<file path="src/uart_pkg.sv">
`default_nettype none

package uart_pkg;

	// Each frame is a start bit, the data MSB first, one even parity bit and the stop bits
	localparam int DATA_BITS = 8;
	localparam int STOP_BITS = 2;
	localparam int FRAME_BITS = 1 + DATA_BITS + 1 + STOP_BITS;

	// One bit lasts OVERSAMPLE ticks and one tick lasts CLKS_PER_TICK clocks
	localparam int OVERSAMPLE = 16;
	localparam int CLKS_PER_TICK = 2;

	localparam int FIFO_DEPTH = 4;

	// Counter and pointer widths that follow from the numbers above
	localparam int DIV_CNT_W = $clog2(CLKS_PER_TICK);
	localparam int TICK_CNT_W = $clog2(OVERSAMPLE);
	localparam int FRAME_CNT_W = $clog2(FRAME_BITS);
	localparam int DATA_CNT_W = $clog2(DATA_BITS);
	localparam int PTR_W = $clog2(FIFO_DEPTH);

	// Outcome of one received frame
	typedef struct packed {
		logic [DATA_BITS-1:0] data;
		logic parity_error;
		logic framing_error;
	} rx_record_t;

endpackage

`default_nettype wire

</file>
<file path="src/uart_rx_if.sv">
`timescale 1ns/1ps
`default_nettype none

interface uart_rx_if;
	import uart_pkg::*;

	logic valid;
	logic [DATA_BITS-1:0] data;
	logic parity_error;
	logic framing_error;

	// Packed view of the payload in the layout the receive FIFO stores
	rx_record_t record;

	assign record = {data, parity_error, framing_error};

	// The receiver drives the fields, the FIFO side takes valid and the packed record
	modport source (output valid, output data, output parity_error, output framing_error);
	modport sink (input valid, input record);

endinterface

`default_nettype wire

</file>
<file path="src/uart_tick_gen.sv">
`timescale 1ns/1ps
`default_nettype none

module uart_tick_gen (
	input logic Clk,
	input logic Rst,
	output logic tick
);
	import uart_pkg::*;

	logic [DIV_CNT_W-1:0] div_cnt;

	// Tick is registered so both state machines see a clean single-clock strobe
	always_ff @(posedge Clk or posedge Rst) begin
		if (Rst) begin
			div_cnt <= '0;
			tick <= 1'b0;
		end else if (div_cnt == DIV_CNT_W'(CLKS_PER_TICK - 1)) begin
			div_cnt <= '0;
			tick <= 1'b1;
		end else begin
			div_cnt <= div_cnt + 1'b1;
			tick <= 1'b0;
		end
	end

	// Bit timing in both state machines counts ticks, so a stretched tick would count twice
	tick_single_clock: assert property (@(posedge Clk) disable iff (Rst) tick |=> !tick)
		else $error("uart_tick_gen: tick high for two clocks");

endmodule

`default_nettype wire

</file>
<file path="src/uart_fifo.sv">
`timescale 1ns/1ps
`default_nettype none

module uart_fifo #(
	parameter type T = logic [uart_pkg::DATA_BITS-1:0]
) (
	input logic Clk,
	input logic Rst,
	input logic write,
	input T write_data,
	input logic read,
	output T read_data,
	output logic full,
	output logic empty
);
	import uart_pkg::*;

	T mem [FIFO_DEPTH];

	logic [PTR_W-1:0] wr_ptr;
	logic [PTR_W-1:0] rd_ptr;
	logic [PTR_W:0] count;
	logic do_write;
	logic do_read;

	// Strobes against a full or empty FIFO are dropped here
	assign do_write = write && !full;
	assign do_read = read && !empty;

	assign full = (count == (PTR_W + 1)'(FIFO_DEPTH));
	assign empty = (count == '0);

	// Show-ahead head
	assign read_data = mem[rd_ptr];

	always_ff @(posedge Clk) begin
		if (do_write) begin
			mem[wr_ptr] <= write_data;
		end
	end

	always_ff @(posedge Clk or posedge Rst) begin
		if (Rst) begin
			wr_ptr <= '0;
			rd_ptr <= '0;
			count <= '0;
		end else begin
			if (do_write) begin
				wr_ptr <= (wr_ptr == PTR_W'(FIFO_DEPTH - 1)) ? '0 : wr_ptr + 1'b1;
			end
			if (do_read) begin
				rd_ptr <= (rd_ptr == PTR_W'(FIFO_DEPTH - 1)) ? '0 : rd_ptr + 1'b1;
			end
			case ({do_write, do_read})
				2'b10: count <= count + 1'b1;
				2'b01: count <= count - 1'b1;
				default: count <= count;
			endcase
		end
	end

	count_in_range: assert property (@(posedge Clk) disable iff (Rst) count <= FIFO_DEPTH)
		else $error("uart_fifo: occupancy %0d above depth", count);

	full_empty_exclusive: assert property (@(posedge Clk) disable iff (Rst) !(full && empty))
		else $error("uart_fifo: full and empty both high");

endmodule

`default_nettype wire

</file>
<file path="src/uart_tx_fsm.sv">
`timescale 1ns/1ps
`default_nettype none

module uart_tx_fsm (
	input logic Clk,
	input logic Rst,
	input logic tick,
	input logic [uart_pkg::DATA_BITS-1:0] data,
	input logic empty,
	output logic read,
	input logic cts,
	output logic tx
);
	import uart_pkg::*;

	typedef enum logic [1:0] {IDLE = 2'b00, START = 2'b01, LOOP = 2'b10} tx_state_t;

	tx_state_t state_q, state_d;

	logic [DATA_BITS-1:0] data_q;
	logic parity_q;
	logic [FRAME_BITS-1:0] frame;
	logic [TICK_CNT_W-1:0] tick_cnt;
	logic [FRAME_CNT_W-1:0] bit_cnt;
	logic bit_end;
	logic last_bit;

	// Start bit sits at the top so the frame goes out from the MSB down
	assign frame = {1'b0, data_q, parity_q, {STOP_BITS{1'b1}}};

	assign bit_end = tick && (tick_cnt == TICK_CNT_W'(OVERSAMPLE - 1));
	assign last_bit = (bit_cnt == '0);

	// Pop the FIFO head as the frame is latched
	assign read = (state_q == IDLE) && !empty;

	always_ff @(posedge Clk or posedge Rst) begin
		if (Rst) begin
			state_q <= IDLE;
		end else begin
			state_q <= state_d;
		end
	end

	always_comb begin
		state_d = state_q;
		unique case (state_q)
			IDLE: begin
				if (!empty) begin
					state_d = START;
				end
			end
			START: begin
				// CTS only gates the start; a started frame always runs to the end
				if (tick && cts) begin
					state_d = LOOP;
				end
			end
			LOOP: begin
				if (bit_end && last_bit) begin
					state_d = IDLE;
				end
			end
			default: state_d = IDLE;
		endcase
	end

	// Even parity, so the parity bit is the XOR of the data bits
	always_ff @(posedge Clk) begin
		if (read) begin
			data_q <= data;
			parity_q <= ^data;
		end
	end

	// bit_cnt indexes the frame and counts down to the last stop bit
	always_ff @(posedge Clk or posedge Rst) begin
		if (Rst) begin
			tx <= 1'b1;
			tick_cnt <= '0;
			bit_cnt <= '0;
		end else begin
			unique case (state_q)
				START: begin
					if (tick && cts) begin
						tx <= frame[FRAME_BITS-1];
						tick_cnt <= '0;
						bit_cnt <= FRAME_CNT_W'(FRAME_BITS - 1);
					end
				end
				LOOP: begin
					if (bit_end) begin
						tick_cnt <= '0;
						if (last_bit) begin
							tx <= 1'b1;
						end else begin
							tx <= frame[bit_cnt - 1'b1];
							bit_cnt <= bit_cnt - 1'b1;
						end
					end else if (tick) begin
						tick_cnt <= tick_cnt + 1'b1;
					end
				end
				default: tx <= 1'b1;
			endcase
		end
	end

	// The FIFO would drop this pop and the frame would carry a stale head
	no_pop_when_empty: assert property (@(posedge Clk) disable iff (Rst) read |-> !empty)
		else $error("uart_tx_fsm: read strobe while transmit FIFO empty");

endmodule

`default_nettype wire

</file>
<file path="src/uart_rx_fsm.sv">
`timescale 1ns/1ps
`default_nettype none

module uart_rx_fsm (
	input logic Clk,
	input logic Rst,
	input logic tick,
	input logic rx,
	uart_rx_if.source rec
);
	import uart_pkg::*;

	typedef enum logic [2:0] {
		IDLE = 3'd0,
		START = 3'd1,
		DATA = 3'd2,
		PARITY = 3'd3,
		STOP = 3'd4
	} rx_state_t;

	rx_state_t state;

	logic rx_meta;
	logic rx_sync;
	logic [TICK_CNT_W-1:0] tick_cnt;
	logic [DATA_CNT_W-1:0] bit_cnt;
	logic [DATA_BITS-1:0] data_q;
	logic parity_q;
	logic framing_q;
	logic valid_q;
	logic start_sample;
	logic bit_sample;

	// The line is asynchronous to Clk
	always_ff @(posedge Clk or posedge Rst) begin
		if (Rst) begin
			rx_meta <= 1'b1;
			rx_sync <= 1'b1;
		end else begin
			rx_meta <= rx;
			rx_sync <= rx_meta;
		end
	end

	// Half a bit after the falling edge, then a full bit between later samples
	assign start_sample = tick && (tick_cnt == TICK_CNT_W'(OVERSAMPLE / 2 - 1));
	assign bit_sample = tick && (tick_cnt == TICK_CNT_W'(OVERSAMPLE - 1));

	always_ff @(posedge Clk or posedge Rst) begin
		if (Rst) begin
			state <= IDLE;
			tick_cnt <= '0;
			bit_cnt <= '0;
			valid_q <= 1'b0;
		end else begin
			valid_q <= 1'b0;
			if (tick) begin
				tick_cnt <= tick_cnt + 1'b1;
			end
			unique case (state)
				IDLE: begin
					tick_cnt <= '0;
					if (!rx_sync) begin
						state <= START;
					end
				end
				START: begin
					// A high line at mid-bit was a glitch, not a start bit
					if (start_sample) begin
						tick_cnt <= '0;
						bit_cnt <= '0;
						state <= rx_sync ? IDLE : DATA;
					end
				end
				DATA: begin
					if (bit_sample) begin
						tick_cnt <= '0;
						if (bit_cnt == DATA_CNT_W'(DATA_BITS - 1)) begin
							bit_cnt <= '0;
							state <= PARITY;
						end else begin
							bit_cnt <= bit_cnt + 1'b1;
						end
					end
				end
				PARITY: begin
					if (bit_sample) begin
						tick_cnt <= '0;
						state <= STOP;
					end
				end
				STOP: begin
					if (bit_sample) begin
						tick_cnt <= '0;
						if (bit_cnt == DATA_CNT_W'(STOP_BITS - 1)) begin
							valid_q <= 1'b1;
							state <= IDLE;
						end else begin
							bit_cnt <= bit_cnt + 1'b1;
						end
					end
				end
				default: state <= IDLE;
			endcase
		end
	end

	// Data arrives MSB first, so shift in from the bottom
	always_ff @(posedge Clk) begin
		if (state == START && start_sample) begin
			framing_q <= 1'b0;
		end
		if (state == DATA && bit_sample) begin
			data_q <= {data_q[DATA_BITS-2:0], rx_sync};
		end
		if (state == PARITY && bit_sample) begin
			parity_q <= rx_sync;
		end
		// Any low stop sample marks the frame
		if (state == STOP && bit_sample && !rx_sync) begin
			framing_q <= 1'b1;
		end
	end

	assign rec.valid = valid_q;
	assign rec.data = data_q;
	assign rec.parity_error = parity_q ^ (^data_q);
	assign rec.framing_error = framing_q;

	// The receive FIFO writes on every valid clock, so a long strobe would duplicate a record
	valid_single_clock: assert property (@(posedge Clk) disable iff (Rst) rec.valid |=> !rec.valid)
		else $error("uart_rx_fsm: valid held for more than one clock");

endmodule

`default_nettype wire

</file>
<file path="src/uart_top.sv">
`timescale 1ns/1ps
`default_nettype none

module uart_top (
	input logic Clk,
	input logic Rst,
	input logic [uart_pkg::DATA_BITS-1:0] tx_data,
	input logic tx_write,
	output logic tx_full,
	output logic [uart_pkg::DATA_BITS-1:0] rx_data,
	output logic rx_parity_error,
	output logic rx_framing_error,
	input logic rx_read,
	output logic rx_empty,
	output logic tx,
	input logic rx,
	input logic cts,
	output logic rts
);
	import uart_pkg::*;

	logic tick;
	logic [DATA_BITS-1:0] tx_head;
	logic tx_empty;
	logic tx_pop;
	rx_record_t rx_head;
	logic rx_full;

	uart_rx_if rx_bus ();

	// One tick source so both directions share the same bit timing
	uart_tick_gen u_tick_gen (
		.Clk(Clk),
		.Rst(Rst),
		.tick(tick)
	);

	uart_fifo #(.T(logic [DATA_BITS-1:0])) u_tx_fifo (
		.Clk(Clk),
		.Rst(Rst),
		.write(tx_write),
		.write_data(tx_data),
		.read(tx_pop),
		.read_data(tx_head),
		.full(tx_full),
		.empty(tx_empty)
	);

	uart_tx_fsm u_tx_fsm (
		.Clk(Clk),
		.Rst(Rst),
		.tick(tick),
		.data(tx_head),
		.empty(tx_empty),
		.read(tx_pop),
		.cts(cts),
		.tx(tx)
	);

	uart_rx_fsm u_rx_fsm (
		.Clk(Clk),
		.Rst(Rst),
		.tick(tick),
		.rx(rx),
		.rec(rx_bus.source)
	);

	// Records that arrive while full are dropped by the FIFO itself
	uart_fifo #(.T(rx_record_t)) u_rx_fifo (
		.Clk(Clk),
		.Rst(Rst),
		.write(rx_bus.valid),
		.write_data(rx_bus.record),
		.read(rx_read),
		.read_data(rx_head),
		.full(rx_full),
		.empty(rx_empty)
	);

	assign rx_data = rx_head.data;
	assign rx_parity_error = rx_head.parity_error;
	assign rx_framing_error = rx_head.framing_error;

	// The far end may send while there is room for another record
	assign rts = !rx_full;

endmodule

`default_nettype wire

</file>
<file path="config.mk">
export PLATFORM = sky130hd
export DESIGN_NAME = uart_top
export DESIGN_NICKNAME = d
export VERILOG_FILES = /design/src/uart_pkg.sv /design/src/uart_rx_if.sv /design/src/uart_tick_gen.sv /design/src/uart_fifo.sv /design/src/uart_tx_fsm.sv /design/src/uart_rx_fsm.sv /design/src/uart_top.sv
export SDC_FILE = /design/constraint.sdc
export NUM_CORES = 1
export LEC_CHECK = 0
export BUFFER_PORTS_ARGS = -buffer_cell sky130_fd_sc_hd__buf_2
export CAP_MARGIN = 20
export CORE_AREA = 2 2 101 112
export DETAILED_ROUTE_END_ITERATION = 10
export DIE_AREA = 0 0 103 114
export PLACE_DENSITY = 0.73
export SLEW_MARGIN = 5
export SYNTH_ARGS = -nofsm -noshare
export SYNTH_HDL_FRONTEND = slang
export SYNTH_SLANG_ARGS = --single-unit
</file>
<file path="constraint.sdc">
create_clock -name Clk -period 2.1 [get_ports Clk]
set_clock_uncertainty 0.15 [all_clocks]
set_input_delay 0.21 -clock Clk [delete_from_list [all_inputs] [get_ports Clk]]
set_output_delay 0.21 -clock Clk [all_outputs]
set_load 0.1 [all_outputs]
</file>
==> results.md <==
- Number of global-route vias before repair: 3266
- Slew Limit Headroom: 65.1%
- Worst Tran Pin Value: 0.523 ns
- Synth Flop Type: edfxtp_1
- Syn_nets: 413
- Largest net degree at the start of global routing: 41
- Initial antenna violation count: 0
- H-tree Lvls: 4
- Drt pass-1 iters: 4
- Async set or reset register ratio after synthesis: 30.5%
- Largest stage delay, worst path: 0.55 ns
- Final core utilization: 65.6%
- Layout area overhead: 23.3%
- CTS buffer count: 17
- Syn. warnings: 0
- Pwr Total: 10.6 mW
- Hold Path Class: primary input to flop
- Clk_lat worst skew: 0.41 ns
- Max-cap violations: 0
- Vias/cell: 5.20
- Die H: 114 um
- Diodes inserted: 0
- Inst Count DP: 556
- Die X: 103 um
- CP cell instances: buf_12 > mux4_2 > buf_12
- Maximum buffer depth of the clock tree: 2
- Clk slew on worst S/H paths: 0.06 ns
- Routability cong.: 0.809
- Crit path max-delay cell type: mux4_2
- Max FO, Critical Path: 11
- RSZ-0062 raised after global routing: yes
- Root Buffer: clkbuf_16
- Cell count after synthesis: 375
- CP startpoint kind: flop
- Status: completed
- Final Critical Period: 2.04 ns
- Initial Util: 53.2%
- Antenna-violating nets left: 0
- Core footprint: 0.0107 mm2
- Sequential Power Share: 35.2%
- Buf/Inv on CP: 2
- Via count: 3125
- Mean Syn Cell Area: 15.2 um2
- Slew Viols, Final: 0
- Fmax: 489 MHz
- Final Cycle Share: 97.3%
- Fin. Hold Viols: 0
- I/O Buffers: 27
- Flops & latches, synth: 131
- Post-DP HPWL: 6000 um
- Non-Filler Instances: 601
- Critical path class: flop to output pin
- Number of library cell types mapped by synthesis: 55
- Sequential area share after synthesis: 65.4%
- Power Internal: 6.79 mW
- Top Ports: 28
- Crit path top cell by count: buf_12
- # rows: 40
- Critical Path RT: 1.74 ns
- Die ar.: 0.0117 mm2
- Iteration-0 DRC Markers: 192
- First-pass GRT wire length: 15300 um
- DRC: 0
- Worst path arrival time: 1.68 ns
- Routed WL per cell: 15.1 um
- Share of cells above drive strength 1: 30.8%
- Grt total ovfl: 0
- Leak: 2.76 nW
- Clock sink count: 131
- Worst vdd ir: 0.000893 V
- Pwr dens: 1510 mW/mm2
- Total wire length: 9100 um
- EDFF count, synth: 90
- CTS tree: yes
- Logic pwr share: 37.1%
- Setup crit end kind: output pin
- Mapped Area: 0.00570 mm2
- Sw power: 3.79 mW
- Total GRT Usage: 17.3%
- Final setup viols: 0
- Switching share of power: 35.8%
- CP top delay family: multiplexers
- # nets final: 479
- Clock share of power: 27.7%
[power groups by stage]
stage / registers (mW) / logic, mW / clock network [mW]
final: 3.72 / 3.93 / 2.93
after detailed placement: 3.77 / 3.77 / 0
after global routing: 3.79 / 4.27 / 3.09
after global placement: 3.74 / 3.68 / 0
after CTS: 3.73 / 3.85 / 2.99
after floorplan: 3.65 / 3.09 / 0
[cell type report]
class	count	area, um2
Timing Repair Buffer	59	495
Inverter	29	109
Sequential cell	131	3730
Tap cell	147	184
Multi-Input combinational cell	203	1920
Clock inverter	14	166
Clock buffer	18	429
Fill cell	743	3680
[per-layer routing]
layer	routed length, um	GRT usage [%]	up-vias
li1	-	-	1526
met1	3740	20.6	1536
met2	4940	29.7	53
met3	309	4.96	10
met4	106	6.49	0
met5	0	0	-
[worst paths after layout]
path	start	end	slack [ns]	cells past startpoint
max in group asynchronous	Rst	u_tx_fsm.state_q[0]	1.10	4
worst max-delay path	u_rx_fifo.rd_ptr[0]	rx_data[0]	0.06	3
worst min-delay path	tx_write	u_tx_fifo.wr_ptr[1]	0.06	4
worst min register to register	u_rx_fsm.rx_meta	u_rx_fsm.rx_sync	0.22	0
worst max register to register	u_rx_fifo.count[0]	u_rx_fifo.count[2]	0.12	9
min in group asynchronous	Rst	u_tx_fsm.tick_cnt[3]	0.31	4
[cells by family (layout without fill, tap and decap cells)]
group,count (synthesis),in the layout,share of synthesized area (%)
xor+xnor,27,27,4.41
mux,28,28,9.22
buf+inv,41,120,2.92
simple gates,77,77,6.74
flops,131,131,65.4
fa+ha+maj,24,24,5.53
compound gates,47,47,5.82
[cell usage after synthesis (all sizes together) (4+ instances only)]
cell type	instances	area [um2]
xor2	11	96.3
dfrtp	37	926
xnor2	16	155
ha	22	275
o21ai	12	60.1
mux4	19	428
nor3	9	45.0
and2	5	31.3
and3	7	43.8
clkbuf	7	27.5
buf	5	30.0
nand2	19	71.3
inv	29	109
nor2	17	63.8
mux2	6	67.6
o22ai	4	25.0
edfxtp	90	2700
nand2b	6	37.5
a21oi	8	40.0
nand4	4	25.0
[worst reg2reg max path, delay by kind of cell (launching register included)]
kind,cells,cell delay (ns)
xor+xnor,2,0.32
fa+ha+maj,2,0.50
buf+inv,2,0.19
flops,1,0.37
simple gates,3,0.37
[per-stage QoR]
stage	TNS, ns	area, um2	setup slack, ns	hold slack [ns]
6_report	0	7030	0.0563	0.0605
5_1_grt	-0.0165	7030	-0.00902	0.0831
4_1_cts	0	6970	0.00743	0.0543
3_5_place_dp	0	6240	0.0591	0.172
3_3_place_gp	0	6240	0.121	0.180
2_1_floorplan	-1.04	5810	-0.455	0.0645
[layout by cell type, fill, tap and decap left out, drive strengths merged, types with 2 or more instances in the layout]
cell | synthesis | layout
edfxtp | 90 | 90
o22ai | 4 | 4
dlygate4sd3 | 0 | 11
nand3 | 3 | 3
clkinv | 0 | 6
ha | 22 | 22
fa | 2 | 2
a21o | 3 | 3
nor3 | 9 | 9
mux4 | 19 | 19
clkbuf | 7 | 18
dfstp | 3 | 3
nor2b | 3 | 3
buf | 5 | 48
xor2 | 11 | 11
nor2 | 17 | 17
o21ai | 12 | 12
nand4 | 4 | 4
a21oi | 8 | 8
dfrtp | 37 | 37
and3 | 7 | 7
inv | 29 | 35
xnor2 | 16 | 16
bufinv | 0 | 2
mux2 | 6 | 6
mux2i | 3 | 3
nand2b | 6 | 6
o41ai | 2 | 2
nand2 | 19 | 19
and2 | 5 | 5
[flip-flops by register name (all words and copies together), names as in the netlist, 4 cells and up]
register / flops
u_rx_fsm.tick_cnt: 4
u_tx_fsm.data_q: 8
u_rx_fifo.mem: 40
u_tx_fsm.bit_cnt: 4
u_tx_fifo.mem: 32
u_tx_fsm.tick_cnt: 4
u_rx_fsm.rec.data: 8
[what timing repair did]
action,CTS,global route
endpoints found under the setup margin,10,13
hold buffers,11,0
pin swaps,0,1
hold endpoints to repair,71,0
resized for setup,10,16
buffers inserted,0,2
(Power assumes the default switching activity.)
